==> src/hdl/mips_isa_defs.svh <==
`ifndef MIPS_ISA_DEFS_SVH
`define MIPS_ISA_DEFS_SVH

// primary opcode values that need special handling in decode
`define OP_SPECIAL_INST 6'b000000
`define OP_REGIMM       6'b000001
`define OP_COP0         6'b010000

// funct field values of the SPECIAL format
`define FUNCT_JR        6'b001000
`define FUNCT_JALR      6'b001001
`define FUNCT_SYSCALL   6'b001100
`define FUNCT_BREAK     6'b001101
`define FUNCT_MFHI      6'b010000
`define FUNCT_MTHI      6'b010001
`define FUNCT_MFLO      6'b010010
`define FUNCT_MTLO      6'b010011

// the unsigned variants differ only in bit 0
`define FUNCT_MULT      6'b011000
`define FUNCT_DIV       6'b011010

// instruction queue depth, kept a power of two so the pointers wrap naturally
`define IQ_DEPTH        8

`define REG_ADDR_W      5

`endif
==> src/hdl/isa_pkg.sv <==
`include "mips_isa_defs.svh"

package isa_pkg;

    typedef enum logic [5:0] {
        OP_SPECIAL = `OP_SPECIAL_INST,
        OP_REGIMM  = `OP_REGIMM,
        OP_J       = 6'b000010,
        OP_JAL     = 6'b000011,
        OP_BEQ     = 6'b000100,
        OP_BNE     = 6'b000101,
        OP_BLEZ    = 6'b000110,
        OP_BGTZ    = 6'b000111,
        OP_ADDI    = 6'b001000,
        OP_ADDIU   = 6'b001001,
        OP_SLTI    = 6'b001010,
        OP_SLTIU   = 6'b001011,
        OP_ANDI    = 6'b001100,
        OP_ORI     = 6'b001101,
        OP_XORI    = 6'b001110,
        OP_LUI     = 6'b001111,
        OP_COP0    = `OP_COP0,
        OP_LB      = 6'b100000,
        OP_LH      = 6'b100001,
        OP_LW      = 6'b100011,
        OP_LBU     = 6'b100100,
        OP_LHU     = 6'b100101,
        OP_SB      = 6'b101000,
        OP_SH      = 6'b101001,
        OP_SW      = 6'b101011
    } opcode_e;

    typedef enum logic [2:0] {
        CLS_ALU,
        CLS_BRANCH,
        CLS_LOAD,
        CLS_STORE,
        CLS_MULDIV,
        CLS_COP0
    } inst_class_e;

    typedef struct packed {
        opcode_e                op;
        logic [`REG_ADDR_W-1:0] rs;
        logic [`REG_ADDR_W-1:0] rt;
        logic [`REG_ADDR_W-1:0] reg_waddr;
        logic                   reg_wen;
        logic                   mem_en;
        logic                   mem_to_reg;
        logic                   is_branch;
        logic                   is_spec_inst;
        logic                   is_only_in_master;
        inst_class_e            cls;
    } decoded_t;

endpackage

==> src/hdl/issue_pkg.sv <==
`include "mips_isa_defs.svh"

package issue_pkg;

    typedef struct packed {
        logic [31:0] pc;
        logic [31:0] instr;
    } iq_entry_t;

    // entry 0 is the older instruction of the pair
    typedef struct packed {
        logic [1:0]      valid;
        iq_entry_t [1:0] ent;
    } fetch_pair_t;

    typedef struct packed {
        logic        valid;
        logic [31:0] pc;
        logic [31:0] instr;
    } issue_slot_t;

    // a load sitting in the execute or memory stage
    typedef struct packed {
        logic                   mem_to_reg;
        logic [`REG_ADDR_W-1:0] reg_waddr;
    } load_stage_t;

    // true when either source register waits on the load held in st
    function automatic logic load_use_hit(
        input load_stage_t            st,
        input logic [`REG_ADDR_W-1:0] rs,
        input logic [`REG_ADDR_W-1:0] rt
    );
        return st.mem_to_reg && (rs == st.reg_waddr || rt == st.reg_waddr);
    endfunction

endpackage

==> src/hdl/dual_issue_unit.sv <==
module dual_issue_unit import isa_pkg::*, issue_pkg::*; (
    input  logic        clk,
    input  logic        rst_n,
    input  fetch_pair_t fetch,
    output logic        fetch_full,
    output issue_slot_t issue_master,
    output issue_slot_t issue_slave,
    output logic        slave_in_delayslot
);

    iq_entry_t   head0;
    iq_entry_t   head1;
    logic        empty;
    logic        almost_empty;
    decoded_t    master_dec;
    decoded_t    slave_dec;
    load_stage_t e_load;
    load_stage_t m_load;
    logic        d_master_en;
    logic        d_slave_en;

    inst_queue iq0 (
        .clk          (clk),
        .rst_n        (rst_n),
        .fetch        (fetch),
        .pop_master   (d_master_en),
        .pop_slave    (d_slave_en),
        .head0        (head0),
        .head1        (head1),
        .empty        (empty),
        .almost_empty (almost_empty),
        .fetch_full   (fetch_full)
    );

    inst_decoder dec_master (
        .instr (head0.instr),
        .dec   (master_dec)
    );

    inst_decoder dec_slave (
        .instr (head1.instr),
        .dec   (slave_dec)
    );

    load_track ltrack0 (
        .clk          (clk),
        .rst_n        (rst_n),
        .master_dec   (master_dec),
        .slave_dec    (slave_dec),
        .empty        (empty),
        .slave_issued (d_slave_en),
        .d_master_en  (d_master_en),
        .e_load       (e_load),
        .m_load       (m_load)
    );

    issue_ctrl ictrl0 (
        .d_master_en             (d_master_en),
        .master_dec              (master_dec),
        .slave_dec               (slave_dec),
        .e_load                  (e_load),
        .m_load                  (m_load),
        .fifo_empty              (empty),
        .fifo_almost_empty       (almost_empty),
        .d_slave_en              (d_slave_en),
        .d_slave_is_in_delayslot (slave_in_delayslot)
    );

    assign issue_master = '{valid: d_master_en, pc: head0.pc, instr: head0.instr};
    assign issue_slave  = '{valid: d_slave_en, pc: head1.pc, instr: head1.instr};

endmodule

==> src/hdl/inst_decoder.sv <==
`include "mips_isa_defs.svh"

module inst_decoder import isa_pkg::*; (
    input  logic [31:0] instr,
    output decoded_t    dec
);

    // link register of jal, jalr and the regimm link branches
    localparam logic [`REG_ADDR_W-1:0] REG_RA = '1;

    opcode_e                op;
    logic [5:0]             funct;
    logic [`REG_ADDR_W-1:0] rd;
    logic                   is_muldiv;

    assign op    = opcode_e'(instr[31:26]);
    assign funct = instr[5:0];
    assign rd    = instr[15:11];

    // mult, multu, div and divu
    assign is_muldiv = ({funct[5:1], 1'b0} == `FUNCT_MULT) ||
                       ({funct[5:1], 1'b0} == `FUNCT_DIV);

    always_comb begin
        dec     = '0;
        dec.op  = op;
        dec.rs  = instr[25:21];
        dec.rt  = instr[20:16];
        dec.cls = CLS_ALU;
        case (op)
            OP_SPECIAL: begin
                dec.reg_waddr = rd;
                dec.reg_wen   = 1'b1;
                if (is_muldiv) begin
                    dec.reg_wen           = 1'b0;
                    dec.is_only_in_master = 1'b1;
                    dec.cls               = CLS_MULDIV;
                end else if (funct == `FUNCT_MFHI || funct == `FUNCT_MFLO) begin
                    dec.is_only_in_master = 1'b1;
                    dec.cls               = CLS_MULDIV;
                end else if (funct == `FUNCT_MTHI || funct == `FUNCT_MTLO) begin
                    dec.reg_wen           = 1'b0;
                    dec.is_only_in_master = 1'b1;
                    dec.cls               = CLS_MULDIV;
                end else if (funct == `FUNCT_SYSCALL || funct == `FUNCT_BREAK) begin
                    dec.reg_wen      = 1'b0;
                    dec.is_spec_inst = 1'b1;
                    dec.cls          = CLS_COP0;
                end else if (funct == `FUNCT_JR || funct == `FUNCT_JALR) begin
                    // jr writes nothing, jalr links into rd
                    dec.reg_wen   = (funct == `FUNCT_JALR);
                    dec.is_branch = 1'b1;
                    dec.cls       = CLS_BRANCH;
                end
            end
            OP_REGIMM: begin
                // bltzal and bgezal have bit 20 set
                dec.reg_wen   = instr[20];
                dec.reg_waddr = REG_RA;
                dec.is_branch = 1'b1;
                dec.cls       = CLS_BRANCH;
            end
            OP_J, OP_BEQ, OP_BNE, OP_BLEZ, OP_BGTZ: begin
                dec.is_branch = 1'b1;
                dec.cls       = CLS_BRANCH;
            end
            OP_JAL: begin
                dec.reg_wen   = 1'b1;
                dec.reg_waddr = REG_RA;
                dec.is_branch = 1'b1;
                dec.cls       = CLS_BRANCH;
            end
            OP_ADDI, OP_ADDIU, OP_SLTI, OP_SLTIU, OP_ANDI, OP_ORI, OP_XORI, OP_LUI: begin
                dec.reg_wen   = 1'b1;
                dec.reg_waddr = dec.rt;
            end
            OP_COP0: begin
                // only mfc0 (rs field zero) writes a general register
                dec.reg_wen      = (dec.rs == '0);
                dec.reg_waddr    = dec.rt;
                dec.is_spec_inst = 1'b1;
                dec.cls          = CLS_COP0;
            end
            OP_LB, OP_LH, OP_LW, OP_LBU, OP_LHU: begin
                dec.reg_wen    = 1'b1;
                dec.reg_waddr  = dec.rt;
                dec.mem_en     = 1'b1;
                dec.mem_to_reg = 1'b1;
                dec.cls        = CLS_LOAD;
            end
            OP_SB, OP_SH, OP_SW: begin
                dec.mem_en = 1'b1;
                dec.cls    = CLS_STORE;
            end
            default: begin
            end
        endcase
    end

endmodule

==> src/hdl/inst_queue.sv <==
`include "mips_isa_defs.svh"

module inst_queue import issue_pkg::*; (
    input  logic        clk,
    input  logic        rst_n,
    input  fetch_pair_t fetch,
    input  logic        pop_master,
    input  logic        pop_slave,
    output iq_entry_t   head0,
    output iq_entry_t   head1,
    output logic        empty,
    output logic        almost_empty,
    output logic        fetch_full
);

    localparam int PTR_W = $clog2(`IQ_DEPTH);
    localparam int CNT_W = $clog2(`IQ_DEPTH + 1);

    iq_entry_t        mem [`IQ_DEPTH];
    logic [PTR_W-1:0] rd_ptr;
    logic [PTR_W-1:0] wr_ptr;
    logic [PTR_W-1:0] rd_ptr_nxt;
    logic [PTR_W-1:0] wr_ptr_nxt;
    logic [CNT_W-1:0] count;
    logic             push_ok;
    logic [1:0]       push_num;
    logic [1:0]       pop_num;

    // the whole pair is refused unless two slots are free
    assign push_ok  = !fetch_full;
    assign push_num = push_ok ? 2'(fetch.valid[0]) + 2'(fetch.valid[1]) : 2'd0;
    assign pop_num  = 2'(pop_master) + 2'(pop_slave);

    assign rd_ptr_nxt = rd_ptr + PTR_W'(1);
    // entry 1 follows entry 0 only when entry 0 is actually written
    assign wr_ptr_nxt = wr_ptr + PTR_W'(fetch.valid[0]);

    always_ff @(posedge clk) begin
        if (push_ok && fetch.valid[0]) begin
            mem[wr_ptr] <= fetch.ent[0];
        end
        if (push_ok && fetch.valid[1]) begin
            mem[wr_ptr_nxt] <= fetch.ent[1];
        end
    end

    always_ff @(posedge clk) begin
        if (!rst_n) begin
            rd_ptr <= '0;
            wr_ptr <= '0;
            count  <= '0;
        end else begin
            rd_ptr <= rd_ptr + PTR_W'(pop_num);
            wr_ptr <= wr_ptr + PTR_W'(push_num);
            count  <= count + CNT_W'(push_num) - CNT_W'(pop_num);
        end
    end

    assign head0 = mem[rd_ptr];
    assign head1 = mem[rd_ptr_nxt];

    assign empty        = (count == '0);
    assign almost_empty = (count == CNT_W'(1));
    assign fetch_full   = (count > CNT_W'(`IQ_DEPTH - 2));

    // the issue side must only pop what the queue reports as present
    a_no_pop_empty: assert property (
        @(posedge clk) disable iff (!rst_n) pop_master |-> !empty
    );

    a_slave_after_master: assert property (
        @(posedge clk) disable iff (!rst_n) pop_slave |-> (pop_master && !almost_empty)
    );

    a_count_bound: assert property (
        @(posedge clk) disable iff (!rst_n) count <= CNT_W'(`IQ_DEPTH)
    );

endmodule

==> src/hdl/issue_ctrl.sv <==
module issue_ctrl import isa_pkg::*, issue_pkg::*; (
    input  logic        d_master_en,
    input  decoded_t    master_dec,
    input  decoded_t    slave_dec,
    input  load_stage_t e_load,
    input  load_stage_t m_load,
    input  logic        fifo_empty,
    input  logic        fifo_almost_empty,
    output logic        d_slave_en,
    output logic        d_slave_is_in_delayslot
);

    logic pair_ok;
    logic fifo_ok;
    logic load_stall;

    // the slave needs a second valid entry behind the master
    assign fifo_ok = !(fifo_empty || fifo_almost_empty);

    assign load_stall = load_use_hit(e_load, slave_dec.rs, slave_dec.rt) ||
                        load_use_hit(m_load, slave_dec.rs, slave_dec.rt);

    always_comb begin
        if (!d_master_en || master_dec.mem_en || master_dec.is_spec_inst ||
            slave_dec.is_branch || slave_dec.mem_en || slave_dec.is_spec_inst ||
            slave_dec.is_only_in_master) begin
            pair_ok = 1'b0;
        end else if (master_dec.reg_wen && master_dec.reg_waddr != '0) begin
            // rt is a source only for register-format slaves
            if (slave_dec.op == OP_SPECIAL) begin
                pair_ok = (slave_dec.rs != master_dec.reg_waddr) &&
                          (slave_dec.rt != master_dec.reg_waddr);
            end else begin
                pair_ok = (slave_dec.rs != master_dec.reg_waddr);
            end
        end else begin
            pair_ok = 1'b1;
        end
    end

    assign d_slave_en              = pair_ok && fifo_ok && !load_stall;
    assign d_slave_is_in_delayslot = master_dec.is_branch && d_slave_en;

endmodule

==> src/hdl/load_track.sv <==
module load_track import isa_pkg::*, issue_pkg::*; (
    input  logic        clk,
    input  logic        rst_n,
    input  decoded_t    master_dec,
    input  decoded_t    slave_dec,
    input  logic        empty,
    input  logic        slave_issued,
    output logic        d_master_en,
    output load_stage_t e_load,
    output load_stage_t m_load
);

    logic        master_is_load;
    logic        slave_is_load;
    load_stage_t e_load_nxt;

    // the master waits while a load ahead of it has not returned its data
    assign d_master_en = !empty &&
                         !load_use_hit(e_load, master_dec.rs, master_dec.rt) &&
                         !load_use_hit(m_load, master_dec.rs, master_dec.rt);

    // a load into $0 leaves nothing to wait for
    assign master_is_load = d_master_en && master_dec.mem_to_reg && master_dec.reg_waddr != '0;
    assign slave_is_load  = slave_issued && slave_dec.mem_to_reg && slave_dec.reg_waddr != '0;

    always_comb begin
        e_load_nxt = '0;
        if (master_is_load) begin
            e_load_nxt = '{mem_to_reg: 1'b1, reg_waddr: master_dec.reg_waddr};
        end else if (slave_is_load) begin
            e_load_nxt = '{mem_to_reg: 1'b1, reg_waddr: slave_dec.reg_waddr};
        end
    end

    always_ff @(posedge clk) begin
        if (!rst_n) begin
            e_load <= '0;
            m_load <= '0;
        end else begin
            e_load <= e_load_nxt;
            m_load <= e_load;
        end
    end

    // the pairing rules keep a second load out of the slave slot
    a_one_load: assert property (
        @(posedge clk) disable iff (!rst_n) !(master_is_load && slave_is_load)
    );

endmodule

==> config.mk <==
export PLATFORM = sky130hd
export DESIGN_NAME = dual_issue_unit
export DESIGN_NICKNAME = d
export VERILOG_FILES = /design/src/hdl/isa_pkg.sv /design/src/hdl/issue_pkg.sv /design/src/hdl/dual_issue_unit.sv /design/src/hdl/inst_decoder.sv /design/src/hdl/inst_queue.sv /design/src/hdl/issue_ctrl.sv /design/src/hdl/load_track.sv
export VERILOG_INCLUDE_DIRS = /design/src /design/src/hdl
export SDC_FILE = /design/constraint.sdc
export NUM_CORES = 1
export LEC_CHECK = 0
export CAP_MARGIN = 15
export CORE_MARGIN = 2
export CORE_UTILIZATION = 45
export CTS_BUF_LIST = sky130_fd_sc_hd__clkbuf_8
export DETAILED_ROUTE_END_ITERATION = 7
export DONT_BUFFER_PORTS = 1
export PLACE_DENSITY = 0.6
export SYNTH_ARGS = -nofsm -noshare
export SYNTH_HDL_FRONTEND = slang
export SYNTH_SLANG_ARGS = --single-unit
export TNS_END_PERCENT = 30
==> constraint.sdc <==
create_clock -name clk -period 9.2 [get_ports clk]
set_clock_uncertainty 0.2 [all_clocks]
set_input_delay 0.92 -clock clk [delete_from_list [all_inputs] [get_ports clk]]
set_output_delay 0.92 -clock clk [all_outputs]
set_load 0.03 [all_outputs]
==> results of run 1 <==
## cell type report
class	count	share of cell area, %
clock inverter	79	1.46
timing repair buffer	38	0.888
inverter	45	0.492
multi-input combinational	1322	43.7
antenna	2	0.0146
clock buffer	101	4.05
tap	931	3.39
sequential	534	46.1
## Yosys cell counts (4+ instances only)
cell,count
buf_2,26
edfxtp_1,512
mux2_2,539
nand2_1,279
xnor2_1,29
nor2_1,14
mux2i_4,4
nor4_1,7
nand4_1,5
ha_1,13
nor3_1,10
a21oi_1,6
clkbuf_1,95
mux2i_1,30
nor2b_1,5
o21bai_1,5
dfxtp_1,22
nand3_1,16
xor2_1,22
fa_1,4
buf_4,5
mux4_2,248
inv_2,6
and2_1,16
o21ai_0,8
buf_1,19
and3_1,6
a211oi_1,6
inv_1,39
## through the flow
step / setup WS [ns] / instance area [um^2] / instances / power (uW) / utilization (%)
2_1_floorplan: 2.52 / 31400 / 2050 / 7900 / -
5_1_grt: 2.08 / 34400 / 3052 / 12000 / 49.9
3_5_place_dp: 2.53 / 32500 / 2869 / 9300 / 47.2
3_3_place_gp: 2.47 / 32500 / 2869 / 9260 / 47.2
6_report: 2.42 / 34400 / 3052 / 11500 / 49.9
4_1_cts: 2.52 / 34300 / 3049 / 11600 / 49.9
## cells by family (layout without fill, tap and decap cells)
| family | Yosys count | count (layout) | share of synthesized area [%] |
|---|---|---|---|
| flops | 534 | 534 | 50.3 |
| other cells | 0 | 2 | 0 |
| compound gates | 59 | 59 | 1.39 |
| buf+inv | 194 | 263 | 2.59 |
| mux | 822 | 822 | 38.4 |
| simple gates | 373 | 373 | 5.08 |
| fa+ha+maj | 17 | 17 | 0.772 |
| xor+xnor | 51 | 51 | 1.42 |
## report_power, final
group,switching (uW),internal [uW],leakage [uW]
Clock,1050,1190,0.00105
Sequential,248,3200,0.00485
Combinational,3690,2090,0.00556
Total,4990,6480,0.0115
## worst max-delay path by stage
| stage | slack, ns | to | cells after the start | from |
|---|---|---|---|---|
| floorplan | 2.52 | iq0.mem[4][0]$_DFFE_PP_ | 6 | iq0.count[3]$_SDFF_PN0_ |
| global placement | 2.47 | iq0.count[3]$_SDFF_PN0_ | 18 | iq0.rd_ptr[1]$_SDFF_PN0_ |
| detailed placement | 2.53 | iq0.count[3]$_SDFF_PN0_ | 17 | iq0.rd_ptr[1]$_SDFF_PN0_ |
| CTS | 2.52 | iq0.count[3]$_SDFF_PN0_ | 17 | iq0.rd_ptr[1]$_SDFF_PN0_ |
| global route | 2.08 | iq0.count[3]$_SDFF_PN0_ | 18 | iq0.rd_ptr[1]$_SDFF_PN0_ |
| finish | 2.42 | iq0.count[3]$_SDFF_PN0_ | 18 | iq0.rd_ptr[1]$_SDFF_PN0_ |
## routing by layer
layer	vias up	global-route usage (%)	share of wire, %
li1	8137	-	-
met4	2	7.25	2.1
met3	161	7.79	9.6
met1	10100	34.8	40
met2	810	43.4	48
met5	-	0	0.012
## worst max-delay path, delay by kind of cell (launching register included)
family | cells | cell delay (ns)
compound gates | 4 | 0.63
xor+xnor | 2 | 0.23
mux | 2 | 1.27
flops | 1 | 0.85
simple gates | 5 | 1.36
fa+ha+maj | 3 | 1.04
buf+inv | 2 | 0.96
## flip-flops by register name, indices dropped and copies added, names as in the netlist
register,cells
ltrack0.m_load,6
iq0.mem,512
iq0.wr_ptr,3
iq0.rd_ptr,3
ltrack0.e_load,6
iq0.count,4
==> results.json, run 1 <==
{
  "status": "completed",
  "vias": 19200,
  "cts_resized": 0,
  "final_nets": 2190,
  "fin_tns_setup_ns": 0,
  "numClockSinks": 534,
  "grt_usage_pct": 26.6,
  "syn_avg_cell_area_um2": 15.3,
  "crit_chain": "buf_4, mux4_2, mux2i_1, xor2_1, nand3_1, a211oi_1, o21ai_0, nand3_1, nor3_1, nor2b_1, ha_1, fa_1, inv_1, ha_1, a21o_1, a21oi_1, xor2_1, and2_1",
  "r2r_setup_slack_ns": 2.42,
  "worstHoldStart": "rst_n",
  "cts_buffers": 100,
  "final_common_cell": "mux2_2",
  "rsz0062_at_grt": "no",
  "synth_area_leaders": "edfxtp_1 49%, mux2_2 19%, mux4_2 18%",
  "path_clk_slew_ns": 0.07,
  "ys_ff_latch": 534,
  "ios": 264,
  "cts_buffer_depth": 3,
  "synth_fp_nets": 2199,
  "grt_pass1_wl_um": 138000,
  "wirelength_um": 95100,
  "r2r_start": "iq0.rd_ptr[1]$_SDFF_PN0_",
  "std_cell_rows": 96,
  "end_kind": "register",
  "cpPeakStageDelay_ns": 0.88,
  "synth_cells": 2050,
  "dr.first_iter.drc_count": 1566,
  "hold_depth": 1,
  "gp_congestion": 0.939,
  "worstPathArrival_ns": 7.16,
  "clk_latency_ns": 0.70,
  "start_util_pct": 45.7,
  "postCtsSetupBuffers": 0,
  "pwr_density_cell_nw_per_um2": 334,
  "grt_antenna_before_repair": 2,
  "avgRoutedWirePerCell_um": 31.2,
  "final.period_utilization_pct": 73.7,
  "vias_per_cell": 6.29,
  "register_area_um2": 15800,
  "grt_pass1_vias": 20100,
  "yosysWarnings": 0,
  "leakage_uw": 0.0115,
  "die_y_um": 268,
  "tightest_slew_ns": 1.22,
  "yosysTopAreaCellShare_pct": 48.9,
  "crit_slowest_cell": "buf_4",
  "fmax_ghz": 0.148,
  "root_buffer": "clkbuf_8",
  "yosysUniqueCellTypes": 65,
  "place_hpwl_um": 55900,
  "holdWs_ns": 0.145,
  "hold_path.class": "in -> reg",
  "synth_area_leader_cell": "edfxtp_1",
  "firstDrtPassIters": 5,
  "port_buffers": 0,
  "cts_tree": "built",
  "relSlewSlack_pct": 18.3,
  "drive_gt1_share_pct": 47.0,
  "synth_flop_cell": "edfxtp_1",
  "maxCapViolCount": 0,
  "overflow": 0,
  "fp.coreArea_um2": 68800,
  "r2r_cells": 18,
  "dieArea_um2": 72000,
  "whs_endpoint": "ltrack0.m_load[1]$_SDFF_PN0_",
  "peakVddDrop_mv": 0.210,
  "ant_nets": 0,
  "crit_type": "reg -> reg",
  "setup_viol_count_final": 0,
  "grt_max_degree": 92,
  "area_growth_pct": 9.36,
  "ys_async_sr_fraction_pct": 0,
  "fillers": 5908,
  "multi_input_area_um2": 15000,
  "die_w_um": 268,
  "layout_min_cycle_time_ns": 6.78,
  "finalMaxSlewViolations": 0,
  "postCtsHoldBufs": 0,
  "cp-start-kind": "register",
  "crit_fanout": 50,
  "reg2reg_to": "iq0.count[3]$_SDFF_PN0_",
  "synth_area_um2": 31400,
  "finalHoldViolCount": 0,
  "htree_levels": 3,
  "ys_seq_area_share_pct": 50.3,
  "drc": 0,
  "required_ns": 9.58,
  "final_cell_mix": "539 x mux2_2, 512 x edfxtp_1, 275 x nand2_1, 248 x mux4_2, 101 x clkbuf_8",
  "synth_edf_count": 512
}
Power figures use the tool's default switching activity.
==> inputs of run 2 (changes only) <==
ABC_AREA = 1   (was not set)
clock period = 6.3 ns   (was 9.2 ns; I/O delays follow)
==> results.json, run 2 <==
{
  "start_util_pct": 45.5,
  "cts_buffer_depth": 3,
  "avgRoutedWirePerCell_um": 21.7,
  "clk_latency_ns": 0.72,
  "finalHoldViolCount": 0,
  "synth_fp_nets": 4278,
  "yosysMostFrequentCell": "o21ai_0",
  "fp.coreArea_um2": 71600,
  "std_cell_rows": 98,
  "syn_avg_cell_area_um2": 7.88,
  "overflow": 0,
  "drive_gt1_share_pct": 6.76,
  "end_kind": "output port",
  "ys_seq_area_share_pct": 48.6,
  "relSlewSlack_pct": 21.3,
  "crit_type": "reg -> out",
  "port_buffers": 0,
  "r2r_start": "iq0.rd_ptr[2]$_SDFF_PN0_",
  "final.period_utilization_pct": 86.5,
  "largest_register_ffs": 512,
  "gp_congestion": 0.897,
  "synthTopCellsByCount": "949 x o21ai_0, 884 x nand2_1, 512 x edfxtp_1",
  "ys_async_sr_fraction_pct": 0,
  "r2r_setup_slack_ns": 0.91,
  "grt_max_degree": 221,
  "vias_per_cell": 5.72,
  "cts_tree": "built",
  "hold_path.class": "in -> reg",
  "root_buffer": "clkbuf_8",
  "cts_buffers": 96,
  "htree_levels": 3,
  "die_y_um": 273,
  "ant_nets": 0,
  "final_common_cell": "o21ai_0",
  "yosysUniqueCellTypes": 47,
  "final_cell_mix": "941 x o21ai_0, 884 x nand2_1, 512 x edfxtp_1, 409 x inv_1, 316 x a21oi_1",
  "cp-endpoint": "issue_slave[50]",
  "synth_area_um2": 32500,
  "finalMaxSlewViolations": 0,
  "grt_usage_pct": 28.7,
  "synth_area_leaders": "edfxtp_1 47%, o21ai_0 15%, nand2_1 10%",
  "status": "completed",
  "crit_fanout": 83,
  "required_ns": 5.47,
  "ios": 264,
  "drc": 0,
  "cp-start-kind": "register",
  "grt_pass1_vias": 26800,
  "path_clk_slew_ns": 0.06,
  "layout_min_cycle_time_ns": 5.45,
  "worstPathArrival_ns": 4.62,
  "setup_viol_count_final": 0,
  "firstDrtPassIters": 6,
  "dieArea_um2": 74500,
  "maxCapViolCount": 0,
  "yosysTopAreaCellShare_pct": 47.2,
  "dr.first_iter.drc_count": 2851,
  "yosysWarnings": 0,
  "grt_pass1_wl_um": 163000,
  "final_nets": 4140,
  "pwr_density_cell_nw_per_um2": 561,
  "peakVddDrop_mv": 0.550,
  "ys_ff_latch": 534,
  "leakage_uw": 0.0144,
  "largest_registers": "iq0.mem x512, ltrack0.e_load x6, ltrack0.m_load x6",
  "fin_tns_setup_ns": 0,
  "postCtsSetupBuffers": 0,
  "grt_antenna_before_repair": 7,
  "tightest_slew_ns": 1.18,
  "place_hpwl_um": 63500,
  "reg2reg_to": "iq0.count[3]$_SDFF_PN0_",
  "synth_edf_count": 512,
  "regMostFlops": "iq0.mem",
  "power_uw": 19800,
  "synth_area_leader_cell": "edfxtp_1",
  "rsz0062_at_grt": "no",
  "synth_flop_cell": "edfxtp_1",
  "fin_util_pct": 49.3,
  "synth_cells": 4129,
  "fillers": 6904,
  "die_w_um": 273,
  "numClockSinks": 534,
  "r2r_cells": 26,
  "fmax_ghz": 0.184,
  "vias": 28700,
  "worstSetupStartpoint": "iq0.rd_ptr[1]$_SDFF_PN0_",
  "area_growth_pct": 8.37,
  "wirelength_um": 109000
}
==> run 2: cell count changes in the layout (fill, tap and decap cells not counted), sizes merged, moves of 31 or more <==
cell         previous run  this run
o21ai                   9      1007
nand3                  16       131
o211ai                  3        69
dlygate4sd3             0        65
buf                    38        75
nand2                 279       904
inv                    70       427
a21oi                   6       317
nor2                   15       231
mux2i                  34         3
a31oi                   3        79
mux4                  249         0
mux2                  539         0
==> run 2: what timing repair did <==
item,in CTS,in global routing
hold buffers,65,0
hold endpoints to repair,523,0
setup endpoints to repair,0,0
resized for setup,0,0
==> run 2: layer usage <==
layer	up-vias	share of wire, %	track usage [%]
met5	-	0.047	0
met4	8	2.9	9.55
met3	222	8.4	5.47
met2	1271	47	48.1
met1	13400	41	37.2
li1	13800	-	-
==> run 2: kinds of logic after synthesis <==
kind of cell             count (synthesis)  share of synthesized area (%)
adder cells (fa/ha/maj)                 17                          0.746
XOR/XNOR                                30                          0.830
buffers and inverters                  768                           9.95
flip-flops                             534                           48.6
multiplexers                             3                         0.0923
AND/OR/NAND/NOR                       1290                           15.9
AO/OA/AOI/OAI                         1487                           23.9
==> run 2: how the worst min path moves through the flow <==
stage | from | cells past startpoint | slack (ns) | end
2_1_floorplan | ltrack0.e_load[5]$_SDFF_PN0_ | 2 | 0.22 | ltrack0.m_load[5]$_SDFF_PN0_
3_3_place_gp | ltrack0.e_load[5]$_SDFF_PN0_ | 2 | 0.26 | ltrack0.m_load[5]$_SDFF_PN0_
3_5_place_dp | ltrack0.e_load[5]$_SDFF_PN0_ | 2 | 0.26 | ltrack0.m_load[5]$_SDFF_PN0_
4_1_cts | fetch[107] | 2 | 0.005 | iq0.mem[2][43]$_DFFE_PP_
5_1_grt | fetch[104] | 2 | 0.04 | iq0.mem[4][40]$_DFFE_PP_
6_report | fetch[122] | 2 | 0.07 | iq0.mem[2][58]$_DFFE_PP_
==> run 2: critical path, cell delays in order, from the launching register on <==
cell	delay (ns)
dfxtp_4	0.44
ha_4	0.51
buf_4	0.60
buf_4	0.90
o21ai_0	0.21
o21ai_0	0.22
a21oi_1	0.09
a31oi_1	0.77
==> run 2: where the power goes <==
part           internal, uW  switching [uW]
registers              4760             302
logic                  2680            8790
clock network          1700            1570
==> run 2: area by class of cell <==
type / instances / area, um^2 / share of cell area, %
clock buffer: 98 / 1350 / 3.82
timing repair buffer: 140 / 1250 / 3.55
tap: 950 / 1190 / 3.37
antenna: 3 / 7.51 / 0.0213
clock inverter: 79 / 503 / 1.43
sequential: 534 / 15800 / 44.9
multi-input combinational: 2827 / 13700 / 38.7
inverter: 392 / 1490 / 4.22
==> run 2: through the flow <==
step / setup WS, ns / instances / area (um^2) / hold WS (ns)
floorplan: -0.372 / 4129 / 32500 / 0.220
detailed placement: 1.04 / 4778 / 32800 / 0.262
global route: 0.458 / 5023 / 35300 / 0.0432
CTS: 0.864 / 5020 / 35300 / 0.00494
global placement: 1.01 / 4778 / 32800 / 0.265
finish: 0.851 / 5023 / 35300 / 0.0657
